**config.mk**
```make
export PLATFORM = sky130hd
export DESIGN_NAME = sd_adma_top
export DESIGN_NICKNAME = d
export VERILOG_FILES = /design/src/source/sd_adma_pkg.sv /design/src/source/fill_monitor.sv /design/src/source/adma_sequencer.sv /design/src/source/axi_read_master.sv /design/src/source/axi_write_master.sv /design/src/source/sd_adma_top.sv
export VERILOG_INCLUDE_DIRS = /design/src /design/src/include
export SDC_FILE = /design/constraint.sdc
export NUM_CORES = 1
export LEC_CHECK = 0
export BUFFER_PORTS_ARGS = -buffer_cell sky130_fd_sc_hd__buf_2
export CORE_MARGIN = 1.5
export CORE_UTILIZATION = 37
export DETAILED_ROUTE_END_ITERATION = 12
export HOLD_SLACK_MARGIN = 0.08
export PLACE_DENSITY = 0.61
export SETUP_SLACK_MARGIN = 0.5
export SLEW_MARGIN = 20
export SYNTH_ARGS = -nofsm -noshare
export SYNTH_HDL_FRONTEND = slang
export SYNTH_SLANG_ARGS = --single-unit
```
**constraint.sdc**
```tcl
create_clock -name clock -period 8.6 [get_ports clock]
set_input_delay 0.43 -clock clock [delete_from_list [all_inputs] [get_ports clock]]
set_output_delay 0.43 -clock clock [all_outputs]
set_load 0.03 [all_outputs]
```
**src/include/sd_adma_config.svh**
```systemverilog
`ifndef SD_ADMA_CONFIG_SVH
`define SD_ADMA_CONFIG_SVH

// System bus widths
`define SD_ADMA_ADDR_W 32
`define SD_ADMA_DATA_W 32

// Word and beat counters, room for 65536 bytes as words
`define SD_ADMA_COUNT_W 17

// Beats per data burst and per descriptor fetch
`define SD_ADMA_BURST_BEATS 16
`define SD_ADMA_DESC_BEATS 2

// Byte step from one descriptor line to the next
`define SD_ADMA_DESC_STEP 8

// Descriptor act field codes
`define SD_ADMA_ACT_TRAN 2'b10
`define SD_ADMA_ACT_LINK 2'b11

// Bit positions in dma_interrupts
`define SD_ADMA_IRQ_COMPLETE 0
`define SD_ADMA_IRQ_ERROR 1

`endif

```
**src/source/sd_adma_pkg.sv**
```systemverilog
`include "sd_adma_config.svh"

package sd_adma_pkg;

  // One ADMA2 descriptor line
  // beats[0] is the first beat off the bus, beats[1] the second
  // The fields view overlays the same 64 bits:
  //   address in the upper word, then length and attributes
  typedef union packed {
    logic [`SD_ADMA_DESC_BEATS-1:0][`SD_ADMA_DATA_W-1:0] beats;
    struct packed {
      logic [`SD_ADMA_ADDR_W-1:0] address;
      // Zero here stands for 65536 bytes
      logic [15:0]                length;
      logic [9:0]                 reserved_hi;
      logic [1:0]                 act;
      logic                       reserved_lo;
      logic                       int_flag;
      logic                       end_flag;
      logic                       valid;
    } fields;
  } adma_descriptor_t;

endpackage

```
**src/source/fill_monitor.sv**
```systemverilog
`timescale 1ns/1ns
`include "sd_adma_config.svh"

module fill_monitor (
  input  logic                         clock,
  input  logic                         reset,
  input  logic                         is_we_en,
  input  logic                         fifo_reset,
  output logic [`SD_ADMA_COUNT_W-1:0]  fill_count
);

  logic [1:0] we_sync;
  logic       we_prev;
  logic       we_fall;

  // Serializer enable comes in through two flops
  always_ff @(posedge clock) begin
    if (!reset) begin
      we_sync <= '0;
      we_prev <= 1'b0;
    end else begin
      we_sync <= {we_sync[0], is_we_en};
      we_prev <= we_sync[1];
    end
  end

  // End of each enable pulse means one more word in the FIFO
  assign we_fall = we_prev && !we_sync[1];

  always_ff @(posedge clock) begin
    if (!reset || fifo_reset) begin
      fill_count <= '0;
    end else if (we_fall) begin
      fill_count <= fill_count + 1'b1;
    end
  end

endmodule

```
**src/source/adma_sequencer.sv**
```systemverilog
`timescale 1ns/1ns
`include "sd_adma_config.svh"

module adma_sequencer (
  input  logic                          clock,
  input  logic                          reset,
  input  logic                          dma_enable,
  input  logic                          direction_to_card,
  input  logic                          cmd_complete,
  input  logic                          data_present,
  input  logic [`SD_ADMA_ADDR_W-1:0]    descriptor_base,
  input  logic                          xfer_complete,
  input  logic                          block_gap_request,
  input  logic                          int_clear,
  input  sd_adma_pkg::adma_descriptor_t descriptor,
  input  logic                          read_busy,
  input  logic                          write_busy,
  output logic                          fetch_start,
  output logic                          read_start,
  output logic                          write_start,
  output logic [`SD_ADMA_ADDR_W-1:0]    pointer,
  output logic [`SD_ADMA_ADDR_W-1:0]    data_address,
  output logic [`SD_ADMA_COUNT_W-1:0]   word_total,
  output logic                          fifo_reset,
  output logic [1:0]                    dma_interrupts
);

  localparam int ADDR_W  = `SD_ADMA_ADDR_W;
  localparam int COUNT_W = `SD_ADMA_COUNT_W;
  localparam logic [ADDR_W-1:0]  DESC_STEP = ADDR_W'(`SD_ADMA_DESC_STEP);
  localparam logic [COUNT_W-1:0] WORDS_64K = COUNT_W'(65536 / 4);

  localparam logic [1:0] ST_STOP = 2'd0;
  localparam logic [1:0] ST_FDS  = 2'd1;
  localparam logic [1:0] ST_CADR = 2'd2;
  localparam logic [1:0] ST_TFR  = 2'd3;

  logic [1:0] state;
  logic       tfr_started;
  logic       tfr_done;
  logic       masters_idle;
  logic       stop_after;

  // A start pulse is one cycle ahead of the busy level it causes
  assign masters_idle = !(fetch_start || read_start || write_start) &&
                        !read_busy && !write_busy;
  assign stop_after   = descriptor.fields.end_flag || block_gap_request;

  //////////////////////////////
  // Descriptor FSM
  //////////////////////////////
  always_ff @(posedge clock) begin
    if (!reset) begin
      state          <= ST_STOP;
      pointer        <= '0;
      fetch_start    <= 1'b0;
      read_start     <= 1'b0;
      write_start    <= 1'b0;
      fifo_reset     <= 1'b0;
      tfr_started    <= 1'b0;
      tfr_done       <= 1'b0;
      dma_interrupts <= '0;
    end else begin
      fetch_start <= 1'b0;
      read_start  <= 1'b0;
      write_start <= 1'b0;
      fifo_reset  <= 1'b0;
      case (state)
        ST_STOP: begin
          if (dma_enable && cmd_complete && data_present) begin
            pointer     <= descriptor_base;
            fetch_start <= 1'b1;
            state       <= ST_FDS;
          end
        end
        ST_FDS: begin
          if (masters_idle) begin
            if (descriptor.fields.valid) begin
              state <= ST_CADR;
            end else begin
              dma_interrupts[`SD_ADMA_IRQ_ERROR] <= 1'b1;
              state <= ST_STOP;
            end
          end
        end
        ST_CADR: begin
          if (descriptor.fields.act == `SD_ADMA_ACT_TRAN) begin
            tfr_started <= 1'b0;
            tfr_done    <= 1'b0;
            state       <= ST_TFR;
          end else if (descriptor.fields.act == `SD_ADMA_ACT_LINK) begin
            pointer     <= descriptor.fields.address;
            fetch_start <= 1'b1;
            state       <= ST_FDS;
          end else if (!descriptor.fields.end_flag) begin
            // Nop, move on to the next line
            pointer     <= pointer + DESC_STEP;
            fetch_start <= 1'b1;
            state       <= ST_FDS;
          end else if (xfer_complete) begin
            pointer <= pointer + DESC_STEP;
            dma_interrupts[`SD_ADMA_IRQ_COMPLETE] <= 1'b1;
            state <= ST_STOP;
          end
        end
        ST_TFR: begin
          if (!tfr_started) begin
            tfr_started <= 1'b1;
            fifo_reset  <= 1'b1;
            read_start  <= direction_to_card;
            write_start <= !direction_to_card;
          end else if (!tfr_done) begin
            if (masters_idle) begin
              tfr_done <= 1'b1;
              pointer  <= pointer + DESC_STEP;
            end
          end else if (!stop_after) begin
            fetch_start <= 1'b1;
            state       <= ST_FDS;
          end else if (xfer_complete) begin
            dma_interrupts[`SD_ADMA_IRQ_COMPLETE] <= 1'b1;
            state <= ST_STOP;
          end
        end
        default: state <= ST_STOP;
      endcase
      if (int_clear) begin
        dma_interrupts <= '0;
      end
    end
  end

  // Transfer parameters, loaded with the start pulse
  always_ff @(posedge clock) begin
    if (state == ST_TFR && !tfr_started) begin
      data_address <= descriptor.fields.address;
      if (descriptor.fields.length == 16'd0) begin
        word_total <= WORDS_64K;
      end else begin
        word_total <= COUNT_W'(descriptor.fields.length[15:2]);
      end
    end
  end

endmodule

```
**src/source/axi_read_master.sv**
```systemverilog
`timescale 1ns/1ns
`include "sd_adma_config.svh"

module axi_read_master (
  input  logic                          clock,
  input  logic                          reset,
  input  logic                          fetch_start,
  input  logic                          read_start,
  input  logic [`SD_ADMA_ADDR_W-1:0]    pointer,
  input  logic [`SD_ADMA_ADDR_W-1:0]    data_address,
  input  logic [`SD_ADMA_COUNT_W-1:0]   word_total,
  input  logic                          arready,
  input  logic [`SD_ADMA_DATA_W-1:0]    rdata,
  input  logic                          rvalid,
  input  logic                          rlast,
  output logic [`SD_ADMA_ADDR_W-1:0]    araddr,
  output logic [7:0]                    arlen,
  output logic [2:0]                    arsize,
  output logic [1:0]                    arburst,
  output logic                          arvalid,
  output logic                          rready,
  output logic                          read_busy,
  output sd_adma_pkg::adma_descriptor_t descriptor,
  output logic                          fifo_write,
  output logic [`SD_ADMA_DATA_W-1:0]    fifo_write_data
);

  localparam int ADDR_W  = `SD_ADMA_ADDR_W;
  localparam int COUNT_W = `SD_ADMA_COUNT_W;
  localparam logic [ADDR_W-1:0] BURST_STEP =
    ADDR_W'(`SD_ADMA_BURST_BEATS * `SD_ADMA_DATA_W / 8);

  logic               desc_mode;
  logic [ADDR_W-1:0]  addr_q;
  logic [COUNT_W-1:0] beats_total;
  logic [COUNT_W-1:0] beats_done;
  logic               beat_ok;

  assign beat_ok = rready && rvalid;
  assign araddr  = addr_q;
  assign arlen   = desc_mode ? 8'(`SD_ADMA_DESC_BEATS - 1) : 8'(`SD_ADMA_BURST_BEATS - 1);
  assign arsize  = 3'b010;
  assign arburst = 2'b01;

  //////////////////////////////
  // Burst control
  //////////////////////////////
  always_ff @(posedge clock) begin
    if (!reset) begin
      arvalid    <= 1'b0;
      rready     <= 1'b0;
      read_busy  <= 1'b0;
      desc_mode  <= 1'b0;
      beats_done <= '0;
      fifo_write <= 1'b0;
    end else begin
      fifo_write <= 1'b0;
      if (!read_busy) begin
        if (fetch_start || read_start) begin
          desc_mode   <= fetch_start;
          addr_q      <= fetch_start ? pointer : data_address;
          beats_total <= fetch_start ? COUNT_W'(`SD_ADMA_DESC_BEATS) : word_total;
          beats_done  <= '0;
          arvalid     <= 1'b1;
          read_busy   <= 1'b1;
        end
      end else begin
        if (arvalid && arready) begin
          arvalid <= 1'b0;
          rready  <= 1'b1;
          addr_q  <= addr_q + BURST_STEP;
        end
        if (beat_ok) begin
          beats_done <= beats_done + 1'b1;
          fifo_write <= !desc_mode;
          if (rlast) begin
            rready <= 1'b0;
            // More bursts until every word has arrived
            if (beats_done + 1'b1 >= beats_total) begin
              read_busy <= 1'b0;
            end else begin
              arvalid <= 1'b1;
            end
          end
        end
      end
    end
  end

  // Beat capture, first beat ends up in beats[0]
  always_ff @(posedge clock) begin
    if (beat_ok) begin
      if (desc_mode) begin
        descriptor.beats[1] <= rdata;
        descriptor.beats[0] <= descriptor.beats[1];
      end else begin
        fifo_write_data <= rdata;
      end
    end
  end

endmodule

```
**src/source/axi_write_master.sv**
```systemverilog
`timescale 1ns/1ns
`include "sd_adma_config.svh"

module axi_write_master (
  input  logic                         clock,
  input  logic                         reset,
  input  logic                         write_start,
  input  logic [`SD_ADMA_ADDR_W-1:0]   data_address,
  input  logic [`SD_ADMA_COUNT_W-1:0]  word_total,
  input  logic [`SD_ADMA_COUNT_W-1:0]  fill_count,
  input  logic                         awready,
  input  logic                         wready,
  input  logic [`SD_ADMA_DATA_W-1:0]   fifo_read_data,
  output logic [`SD_ADMA_ADDR_W-1:0]   awaddr,
  output logic [7:0]                   awlen,
  output logic [2:0]                   awsize,
  output logic [1:0]                   awburst,
  output logic                         awvalid,
  output logic [`SD_ADMA_DATA_W-1:0]   wdata,
  output logic                         wvalid,
  output logic                         wlast,
  output logic                         fifo_read,
  output logic                         write_busy
);

  localparam int ADDR_W  = `SD_ADMA_ADDR_W;
  localparam int COUNT_W = `SD_ADMA_COUNT_W;
  localparam int IDX_W   = $clog2(`SD_ADMA_BURST_BEATS);
  localparam logic [IDX_W-1:0]   LAST_IDX    = IDX_W'(`SD_ADMA_BURST_BEATS - 1);
  localparam logic [COUNT_W-1:0] BURST_WORDS = COUNT_W'(`SD_ADMA_BURST_BEATS);
  localparam logic [ADDR_W-1:0]  BURST_STEP  =
    ADDR_W'(`SD_ADMA_BURST_BEATS * `SD_ADMA_DATA_W / 8);

  logic [ADDR_W-1:0]  addr_q;
  logic [COUNT_W-1:0] total_q;
  logic [COUNT_W-1:0] sent_q;
  logic [IDX_W-1:0]   beat_idx;
  logic               beat_ok;
  logic               burst_ready;

  assign beat_ok   = wvalid && wready;
  assign fifo_read = beat_ok;
  assign wlast     = wvalid && (beat_idx == LAST_IDX);
  assign wdata     = fifo_read_data;
  assign awaddr    = addr_q;
  assign awlen     = 8'(`SD_ADMA_BURST_BEATS - 1);
  assign awsize    = 3'b010;
  assign awburst   = 2'b01;

  // Next burst only once the card has put a whole burst in the FIFO
  assign burst_ready = fill_count >= sent_q + BURST_WORDS;

  //////////////////////////////
  // Burst control
  //////////////////////////////
  always_ff @(posedge clock) begin
    if (!reset) begin
      write_busy <= 1'b0;
      awvalid    <= 1'b0;
      wvalid     <= 1'b0;
      sent_q     <= '0;
      beat_idx   <= '0;
    end else if (!write_busy) begin
      if (write_start) begin
        addr_q     <= data_address;
        total_q    <= word_total;
        sent_q     <= '0;
        beat_idx   <= '0;
        write_busy <= 1'b1;
      end
    end else begin
      if (!awvalid && !wvalid && burst_ready) begin
        awvalid <= 1'b1;
      end
      if (awvalid && awready) begin
        awvalid <= 1'b0;
        wvalid  <= 1'b1;
        addr_q  <= addr_q + BURST_STEP;
      end
      if (beat_ok) begin
        sent_q   <= sent_q + 1'b1;
        beat_idx <= beat_idx + 1'b1;
        if (wlast) begin
          wvalid   <= 1'b0;
          beat_idx <= '0;
          if (sent_q + 1'b1 >= total_q) begin
            write_busy <= 1'b0;
          end
        end
      end
    end
  end

endmodule

```
**src/source/sd_adma_top.sv**
```systemverilog
`timescale 1ns/1ns
`include "sd_adma_config.svh"

module sd_adma_top (
  input  logic                        clock,
  input  logic                        reset,
  input  logic                        dma_enable,
  input  logic                        direction_to_card,
  input  logic                        cmd_complete,
  input  logic                        data_present,
  input  logic [`SD_ADMA_ADDR_W-1:0]  descriptor_base,
  input  logic                        xfer_complete,
  input  logic                        block_gap_request,
  input  logic                        int_clear,
  input  logic                        is_we_en,
  output logic [1:0]                  dma_interrupts,
  output logic                        fifo_reset,
  output logic                        fifo_write,
  output logic [`SD_ADMA_DATA_W-1:0]  fifo_write_data,
  output logic                        fifo_read,
  input  logic [`SD_ADMA_DATA_W-1:0]  fifo_read_data,
  // AXI read address and data
  output logic [`SD_ADMA_ADDR_W-1:0]  araddr,
  output logic [7:0]                  arlen,
  output logic [2:0]                  arsize,
  output logic [1:0]                  arburst,
  output logic                        arvalid,
  input  logic                        arready,
  input  logic [`SD_ADMA_DATA_W-1:0]  rdata,
  input  logic                        rvalid,
  input  logic                        rlast,
  output logic                        rready,
  // AXI write address and data
  output logic [`SD_ADMA_ADDR_W-1:0]  awaddr,
  output logic [7:0]                  awlen,
  output logic [2:0]                  awsize,
  output logic [1:0]                  awburst,
  output logic                        awvalid,
  input  logic                        awready,
  output logic [`SD_ADMA_DATA_W-1:0]  wdata,
  output logic                        wvalid,
  input  logic                        wready,
  output logic                        wlast
);

  import sd_adma_pkg::*;

  logic                       fetch_start;
  logic                       read_start;
  logic                       write_start;
  logic [`SD_ADMA_ADDR_W-1:0] pointer;
  logic [`SD_ADMA_ADDR_W-1:0] data_address;
  logic [`SD_ADMA_COUNT_W-1:0] word_total;
  logic                       read_busy;
  logic                       write_busy;
  logic [`SD_ADMA_COUNT_W-1:0] fill_count;
  adma_descriptor_t           descriptor;

  // Port names match the internal nets one to one
  fill_monitor     fill_monitor_i (.*);
  adma_sequencer   adma_sequencer_i (.*);
  axi_read_master  axi_read_master_i (.*);
  axi_write_master axi_write_master_i (.*);

endmodule

```
==> impl_metrics.ini, run 1 <==
[critical_path]
cp_max_fo = 7
crit_type = reg -> reg
endpoint = axi_write_master_i.write_busy$_SDFF_PN0_
rr_startpoint = axi_write_master_i.sent_q[4]$_SDFFE_PN0P_
r2r-end = axi_write_master_i.write_busy$_SDFF_PN0_
r2r_setup_slack_ns = 5.63
arrival_ns = 3.42
reg2reg_depth = 11
startpoint = axi_write_master_i.sent_q[4]$_SDFFE_PN0P_
crit_required_ns = 9.05
endpoint_kind = register
cp-start-kind = register

[grt]
grt_pass1_wl_mm = 66.07
antenna_found_initial = 0
grt_usage = 0.1872
grt_pass1_vias = 11740
grt_max_degree = 68
grt.overflow.total = 0

[pwr]
irDropWorstVdd_mv = 0.1394
clock_power_share = 0.463
internal_power_mw = 2.707
p_sw_uw = 731.5
power_frac_comb = 0.036
powerDensity_nw_per_um2 = 182.6
p_leak_nw = 6.877
post-layout-total-power_mw = 3.438
switching_share = 0.2127
p_seq_frac = 0.501

[yosys]
syn_area_per_cell_um2 = 10.58
synth_top_area_share = 0.4116
seq_area_frac_synth = 0.5434
synthTopCellsByArea = edfxtp_1 41%, dfxtp_1 13%, ha_1 4.2%, a21oi_1 3.3%, nor2_1 3.2%
yosys_register_bits = 333
syn_inst = 1551
synth_flop_cell = edfxtp_1
synth_warnings = 0
synth_edf_count = 225
yosysUniqueCellTypes = 71
synth_area_um2 = 16410
yosysMostFrequentCell = edfxtp_1
async_reset_ff_frac = 0
synth_top_area_cell = edfxtp_1
synth_common_cells = 225 x edfxtp_1, 140 x nor2_1, 114 x nand2_1

[drt]
ant_nets = 0
drt_iter0_markers = 939
finalWirelength_mm = 43.33
drt_pass1_iterations = 6
wl_per_cell_um = 18.87
drc_errors = 0
viasPerCell = 5.293
vias = 12160

[clock_network]
cts-htree-levels = 2
cts_setup_buffers = 0
cts-root-buf = clkbuf_16
insertion_delay_ns = 0.53
clock-sinks = 333
clock_path_buffers = 3
cts_tree = yes
cts_resized = 0
path_clk_slew_ns = 0.06
cts_made_buffers = 37
ctsHoldBuffers = 14

[layout]
utilization = 0.4333
design_area_um2 = 18830
area_growth_pct = 14.71
num-nets-final = 1847
drive_gt1_frac = 0.1661

[placement]
place_ws_ns = 5.495
dp.final_hpwl_mm = 30.75
place_area_um2 = 17460
port_buffers = 187
gp_congestion = 0.8540

[floorplan]
fp.dieArea_um2 = 45630
die_w_um = 213.6
fp.coreArea_um2 = 43460
ioPinCount = 275
die_h_um = 213.6
start_util = 0.3777
num_rows = 76

[run_status]
status = complete, no violations

[timing]
min_period_ns = 2.969
clock_skew_ns = 0.02115
finalMaxSlewViolations = 0
max_slew.worst_pin.slew_ns = 1.157
fin_tns_setup_ns = 0
finalHoldViolCount = 0
setup_violations = 0
timing.fmax_mhz = 336.8
max_slew_margin = 0.2254
period_share = 0.3453
fin_ws_ns = 5.631
rsz0062_at_grt = false

[job]
drv_cap = 0

[worst_hold_path]
min_path_type = in -> reg
critical path, stage by stage (launching register included):
cell and delay (ns):
dfxtp_1 0.44, ha_1 0.25, and3_1 0.32, and2_1 0.34
nand3_1 0.13, xnor2_1 0.21, ha_1 0.29, a21o_1 0.16
a21oi_1 0.20, nand3_1 0.12, a311oi_1 0.28, o21a_1 0.17
state kept, by name (all words and copies together), names as in the netlist, 2 cells and up:
name                               count
axi_read_master_i.fifo_write_data     32
fill_monitor_i.fill_count             17
adma_sequencer_i.data_address         32
axi_read_master_i.araddr              32
adma_sequencer_i.dma_interrupts        2
axi_read_master_i.beats_total         15
axi_write_master_i.sent_q             17
fill_monitor_i.we_sync                 2
adma_sequencer_i.pointer              32
axi_write_master_i.total_q            15
adma_sequencer_i.word_total           15
axi_write_master_i.beat_idx            4
axi_read_master_i.descriptor          52
adma_sequencer_i.state                 2
axi_write_master_i.awaddr             32
axi_read_master_i.beats_done          17
cells by family after synthesis:
group | Yosys count | share of synthesized area
DFF | 333 | 0.5434
buffers and inverters | 201 | 0.06350
adders and majority gates | 55 | 0.04193
xor gates and xnor gates | 107 | 0.05710
AOI/OAI and AO/OA | 315 | 0.1240
muxes | 22 | 0.01365
other | 2 | 0.0004576
and+or+nand+nor | 516 | 0.1560
power groups by stage:
| stage | Combinational [mW] | Clock, mW | Sequential [mW] |
|---|---|---|---|
| global placement | 0.115 | 0 | 1.76 |
| CTS | 0.122 | 1.62 | 1.72 |
| global route | 0.134 | 1.68 | 1.72 |
| detailed placement | 0.117 | 0 | 1.76 |
| finish | 0.122 | 1.59 | 1.72 |
| floorplan | 0.107 | 0 | 1.76 |
per-stage QoR:
stage / cells / hold WS (ns)
after detailed placement: 2213 / 0.4233
after CTS: 2295 / 0.08138
after global placement: 2213 / 0.4163
after floorplan: 1572 / 0.4119
after global routing: 2295 / 0.09169
final: 2297 / 0.1029
area by class of cell:
type / count / area (um2)
multi-input cells: 1038 / 6558
inverters: 56 / 210.2
clock inverters: 9 / 97.59
repair buffers: 215 / 1181
diodes: 2 / 5.005
flip-flops and latches: 333 / 8922
clock buffers: 59 / 1122
fillers: 4114 / 24630
well taps: 585 / 732.0
how the worst min path moves through the flow:
stage | from | to | slack (ns) | cells after the start
CTS | rdata[9] | axi_read_master_i.fifo_write_data[9]$_DFFE_PP_ | 0.08 | 1
global placement | fill_monitor_i.we_sync[0]$_SDFF_PN0_ | fill_monitor_i.we_sync[1]$_SDFF_PN0_ | 0.42 | 1
floorplan | fill_monitor_i.we_sync[0]$_SDFF_PN0_ | fill_monitor_i.we_sync[1]$_SDFF_PN0_ | 0.41 | 1
global route | rdata[1] | axi_read_master_i.descriptor[33]$_DFFE_PP_ | 0.09 | 1
finish | rdata[10] | axi_read_master_i.fifo_write_data[10]$_DFFE_PP_ | 0.10 | 1
detailed placement | fill_monitor_i.we_sync[0]$_SDFF_PN0_ | fill_monitor_i.we_sync[1]$_SDFF_PN0_ | 0.42 | 1
layer usage:
metal	track usage	vias up	wire, um
met2	0.3039	411	20430
li1	-	5825	-
met4	0.06022	0	1109
met3	0.02988	74	2390
met1	0.2560	5848	19410
met5	0	-	0
layout by cell type (no fill, tap or decap), drive strengths merged, types with 55 or more instances in the layout:
cell    instances
o21ai          59
inv            57
edfxtp        225
a21oi         108
dfxtp         108
clkbuf         59
ha             55
buf           201
nor2          140
nand2         115
nand3          67
xor2           55
(Power assumes the default switching activity.)
==> run 2: changes to the inputs <==
PLACE_DENSITY = 0.63   (was 0.61)
clock period = 2.55 ns   (was 8.6 ns; I/O delays follow)
==> impl_metrics.ini, run 2 (synthesis results as in run 1) <==
[run_status]
status = complete, no violations

[timing]
max_slew_margin = 0.5467
rsz0062_at_grt = true
clock_skew_ns = 0.03335
period_share = 0.9101
hold_slack_ns = 0.2251
setup_violations = 0
finalHoldViolCount = 0
timing.fmax_mhz = 430.9
fin_tns_setup_ns = 0
finalMaxSlewViolations = 0
fin_ws_ns = 0.2293
min_period_ns = 2.321
max_slew.worst_pin.slew_ns = 0.6758

[floorplan]
num_rows = 76
die_h_um = 213.6
fp.dieArea_um2 = 45630
fp.coreArea_um2 = 43460
die_w_um = 213.6
start_util = 0.3777
ioPinCount = 275

[placement]
dp.cells = 2248
gp_congestion = 0.8790
port_buffers = 187
dp.final_hpwl_mm = 31.66
place_area_um2 = 17890
place_ws_ns = 0.09209

[grt]
grt_max_degree = 67
antenna_found_initial = 0
grt_pass1_vias = 12410
grt.overflow.total = 0
grt_pass1_wl_mm = 69.80
grt_usage = 0.1983

[drt]
finalWirelength_mm = 45.87
drt_pass1_iterations = 5
ant_nets = 0
wl_per_cell_um = 18.80
drt_iter0_markers = 1125
vias = 12880
drc_errors = 0
viasPerCell = 5.279

[clock_network]
cts-htree-levels = 2
insertion_delay_ns = 0.58
cts_made_buffers = 37
path_clk_slew_ns = 0.06
clock-sinks = 333
clock_path_buffers = 3
cts-root-buf = clkbuf_16
cts_tree = yes

[critical_path]
rr_startpoint = axi_read_master_i.beats_done[0]$_SDFFE_PN0P_
endpoint_kind = register
cp_max_fo = 4
slowest_delay_ns = 0.37
path_cells = ha_4 -> nand4_1 -> nor2_2 -> nand2_2 -> xnor2_2 -> ha_1 -> buf_4 -> a211oi_2 -> o211ai_1 -> a211o_1 -> a31oi_1
r2r_setup_slack_ns = 0.23
crit_family = compound AO/OA/AOI/OAI gates
path_buf_inv = 1
crit_type = reg -> reg
reg2reg_depth = 11
cp_slowest_cell = dfxtp_4
arrival_ns = 2.81
r2r-end = axi_read_master_i.read_busy$_SDFF_PN0_
crit_required_ns = 3.04
cp-start-kind = register

[worst_hold_path]
min_path_type = in -> reg
hp-start = wready
holdPathEnd = axi_write_master_i.beat_idx[2]$_SDFFE_PN0P_
hold_depth = 6

[layout]
final_common_cell = edfxtp_1
antennaDiodeCount = 0
drive_gt1_frac = 0.2480
largest_reg_flops = 52
layout_common_cells = 225 x edfxtp_1, 187 x buf_2, 134 x nor2_1
utilization = 0.4745
num-nets-final = 1992
layout.cells.non_filler = 2440
area_growth_pct = 25.64
design_area_um2 = 20620

[pwr]
switching_share = 0.2263
powerDensity_nw_per_um2 = 568.7
power_frac_comb = 0.046
internal_power_mw = 9.074
irDropWorstVdd_mv = 0.5067
p_leak_nw = 7.712
clock_power_share = 0.459
p_seq_frac = 0.495
p_sw_mw = 2.654
post-layout-total-power_mw = 11.73

[job]
drv_cap = 0
==> run 2: cell count changes in the layout (fill, tap and decap cells not counted), sizes merged <==
cell         delta
clkinv          +4
clkbuf          -6
diode           -2
clkinvlp        +4
dlygate4sd3    +62
buf            +81
==> run 2: layout make-up <==
| cell class | instances | area (um2) |
|---|---|---|
| Timing Repair Buffer | 360 | 2564 |
| Clock inverter | 17 | 197.7 |
| Multi-Input combinational cell | 1038 | 6899 |
| Fill cell | 3967 | 22830 |
| Inverter | 56 | 210.2 |
| Tap cell | 585 | 732.0 |
| Clock buffer | 51 | 1030 |
| Sequential cell | 333 | 8990 |
==> run 2: worst max path at each step <==
stage / end / cells after the start / slack [ns] / startpoint
3_5_place_dp: axi_write_master_i.write_busy$_SDFF_PN0_ / 11 / 0.09 / axi_write_master_i.sent_q[1]$_SDFFE_PN0P_
6_report: axi_read_master_i.read_busy$_SDFF_PN0_ / 11 / 0.23 / axi_read_master_i.beats_done[0]$_SDFFE_PN0P_
2_1_floorplan: axi_write_master_i.write_busy$_SDFF_PN0_ / 13 / 0.19 / axi_write_master_i.sent_q[4]$_SDFFE_PN0P_
4_1_cts: axi_read_master_i.read_busy$_SDFF_PN0_ / 12 / 0.20 / axi_read_master_i.beats_done[0]$_SDFFE_PN0P_
3_3_place_gp: axi_read_master_i.read_busy$_SDFF_PN0_ / 10 / 0.14 / axi_read_master_i.beats_done[0]$_SDFFE_PN0P_
5_1_grt: axi_write_master_i.write_busy$_SDFF_PN0_ / 12 / 0.09 / axi_write_master_i.sent_q[0]$_SDFFE_PN0P_
==> run 2: worst register-to-register path, stage by stage, from the launching register on <==
cell	delay, ns
dfxtp_4	0.37
ha_4	0.14
nand4_1	0.13
nor2_2	0.17
nand2_2	0.10
xnor2_2	0.15
ha_1	0.32
buf_4	0.14
a211oi_2	0.17
o211ai_1	0.13
a211o_1	0.31
a31oi_1	0.13
==> run 2: per-layer routing <==
layer,vias to the layer above,GRT usage,wire length (um)
met1,6204,0.2780,20820
li1,6117,-,-
met5,-,0,0
met4,0,0.08014,1511
met3,93,0.03134,2816
met2,466,0.3063,20720
==> run 2: power by group through the flow <==
stage	combinational (mW)	sequential, mW	clock [mW]
after global routing	0.578	5.81	5.70
after global placement	0.396	5.92	0
after floorplan	0.360	5.91	0
after CTS	0.500	5.80	5.51
after detailed placement	0.405	5.92	0
final	0.538	5.80	5.39
==> run 2: timing repair <==
action,4_1_cts,5_1_grt
hold endpoints to repair,114,0
gates resized for setup,42,57
pin swaps,30,29
endpoints found under the setup margin,41,48
setup buffers,21,25
hold buffers,76,0
cloned,0,2
==> run 3: changes to the inputs <==
ABC_AREA = 1   (was unset)
SYNTH_HIERARCHICAL = 1   (was unset)
==> impl_metrics.ini, run 3 <==
[run_status]
status = complete, no violations

[drt]
drc_errors = 0
finalWirelength_mm = 55.48
wl_per_cell_um = 17.78
dr_wl_met2_mm = 27.64
met1_length_mm = 22.64
highest_layer = met4
viasPerCell = 5.000
ant_nets = 0
met3_length_mm = 2.733
vias = 15600
drt_iter0_markers = 1180
drt_pass1_iterations = 7

[placement]
dp.final_hpwl_mm = 40.82
place_ws_ns = 0.06530
gp_congestion = 0.9852
dp.cells = 2934
port_buffers = 187
place_area_um2 = 19640

[layout]
design_area_um2 = 22290
num-nets-final = 2636
area_growth_pct = 22.71
layout.cells.non_filler = 3120
layout_common_cells = 545 x nand2_1, 286 x nor2_1, 252 x inv_1
final_common_cell = nand2_1
largest_reg_flops = 52
drive_gt1_frac = 0.1938

[critical_path]
endpoint_kind = register
path_cells = nand2_4 -> nor3_4 -> buf_6 -> nand2_2 -> nor2_1 -> nand2_1 -> nand2_1 -> inv_2 -> ha_1 -> nand4_1 -> nor2_4 -> nand2_1 -> nand2_2 -> nor2_2 -> nand3_1 -> a21oi_1
r2r_setup_slack_ns = 0.31
crit_type = reg -> reg
slowest_delay_ns = 0.38
cpMostUsedCell = nand2_1
crit_required_ns = 3.01
r2r-end = axi_read_master_i/arvalid$_SDFFE_PN0N_
reg2reg_depth = 16
arrival_ns = 2.70
startpoint = axi_read_master_i/beats_done[7]$_SDFFE_PN0P_
cp_slowest_cell = dfxtp_4
endpoint = axi_read_master_i/arvalid$_SDFFE_PN0N_
cp-start-kind = register
cp_max_fo = 4
rr_startpoint = axi_read_master_i/beats_done[7]$_SDFFE_PN0P_

[grt]
antenna_found_initial = 2
grt_pass1_wl_mm = 85.82
grt_usage = 0.2206
grt_max_degree = 53
grt.overflow.total = 0
grt_pass1_vias = 15570

[yosys]
syn_area_per_cell_um2 = 8.292
synth_warnings = 6
syn_inst = 2191
synth_area_um2 = 18170

[floorplan]
die_w_um = 224.6
num_rows = 81
start_util = 0.3735
fp.dieArea_um2 = 50440
die_h_um = 224.6
fp.coreArea_um2 = 48650
ioPinCount = 275

[timing]
clock_skew_ns = 0.02134
max_slew.worst_pin.slew_ns = 0.6955
hold_slack_ns = 0.08888
rsz0062_at_grt = true
period_share = 0.8790
setup_violations = 0
finalHoldViolCount = 0
timing.fmax_mhz = 446.1
fin_ws_ns = 0.3085
finalMaxSlewViolations = 0
max_slew_margin = 0.5358
min_period_ns = 2.242

[worst_hold_path]
min_path_type = in -> reg

[clock_network]
clock_path_buffers = 3
path_clk_slew_ns = 0.06
cts-htree-levels = 2
cts_made_buffers = 39
insertion_delay_ns = 0.57
clock-sinks = 337
cts_tree = yes
cts-root-buf = clkbuf_16

[pwr]
powerDensity_nw_per_um2 = 549.1
irDropWorstVdd_mv = 0.4796
post-layout-total-power_mw = 12.24
p_leak_nw = 9.264

[job]
drv_cap = 0
run 3: metrics by stage:
step,TNS [ns],utilization
2_1_floorplan,-0.04420,-
3_3_place_gp,0,0.4036
3_5_place_dp,0,0.4036
4_1_cts,0,0.4534
5_1_grt,0,0.4583
6_report,0,0.4583
run 3: worst min-delay path by stage:
stage                           start                                       to  cells past startpoint
CTS                      data_present  adma_sequencer_i/fetch_start$_SDFF_PN0_                      5
global route             data_present  adma_sequencer_i/fetch_start$_SDFF_PN0_                      5
floorplan           direction_to_card  adma_sequencer_i/write_start$_SDFF_PP0_                      1
finish                   data_present  adma_sequencer_i/fetch_start$_SDFF_PN0_                      5
global placement    fifo_read_data[0]                                 wdata[0]                      0
detailed placement  fifo_read_data[0]                                 wdata[0]                      0
run 3: timing repair:
item                                    in CTS  in global routing
hold buffers                                79                  0
buffers inserted                            16                 18
endpoints found under the hold margin      115                  0
pin swaps                                   32                 13
resized for setup                           58                 29
endpoints found under the setup margin      28                 51
run 3: final cells by class:
type                            count  area [um2]
Timing Repair Buffer              340        2326
Multi-Input combinational cell   1479        7820
Sequential cell                   337        9087
Clock buffer                       54        1066
Tap cell                          622       778.2
Inverter                          269        1025
Fill cell                        4700       26350
Clock inverter                     18       188.9
Antenna cell                        1       2.502
run 3: layer usage:
metal	vias up	track usage
met5	-	0
met4	0	0.09353
met3	126	0.03906
met2	477	0.3886
met1	7381	0.2643
li1	7615	-
run 3: worst max-delay path, delay by kind of cell, from the launching register on:
family,cells,cell delay (ns)
buf+inv,2,0.19
flops,1,0.38
fa+ha+maj,1,0.29
compound gates,1,0.06
simple gates,12,1.24
run 3: report_power, final:
part	internal [mW]	leakage, nW	total [mW]	switching [mW]
Combinational	0.290	5.71	0.717	0.427
Sequential	5.85	2.95	5.95	0.0947
Clock	3.17	0.605	5.57	2.40
Total	9.32	9.26	12.2	2.92
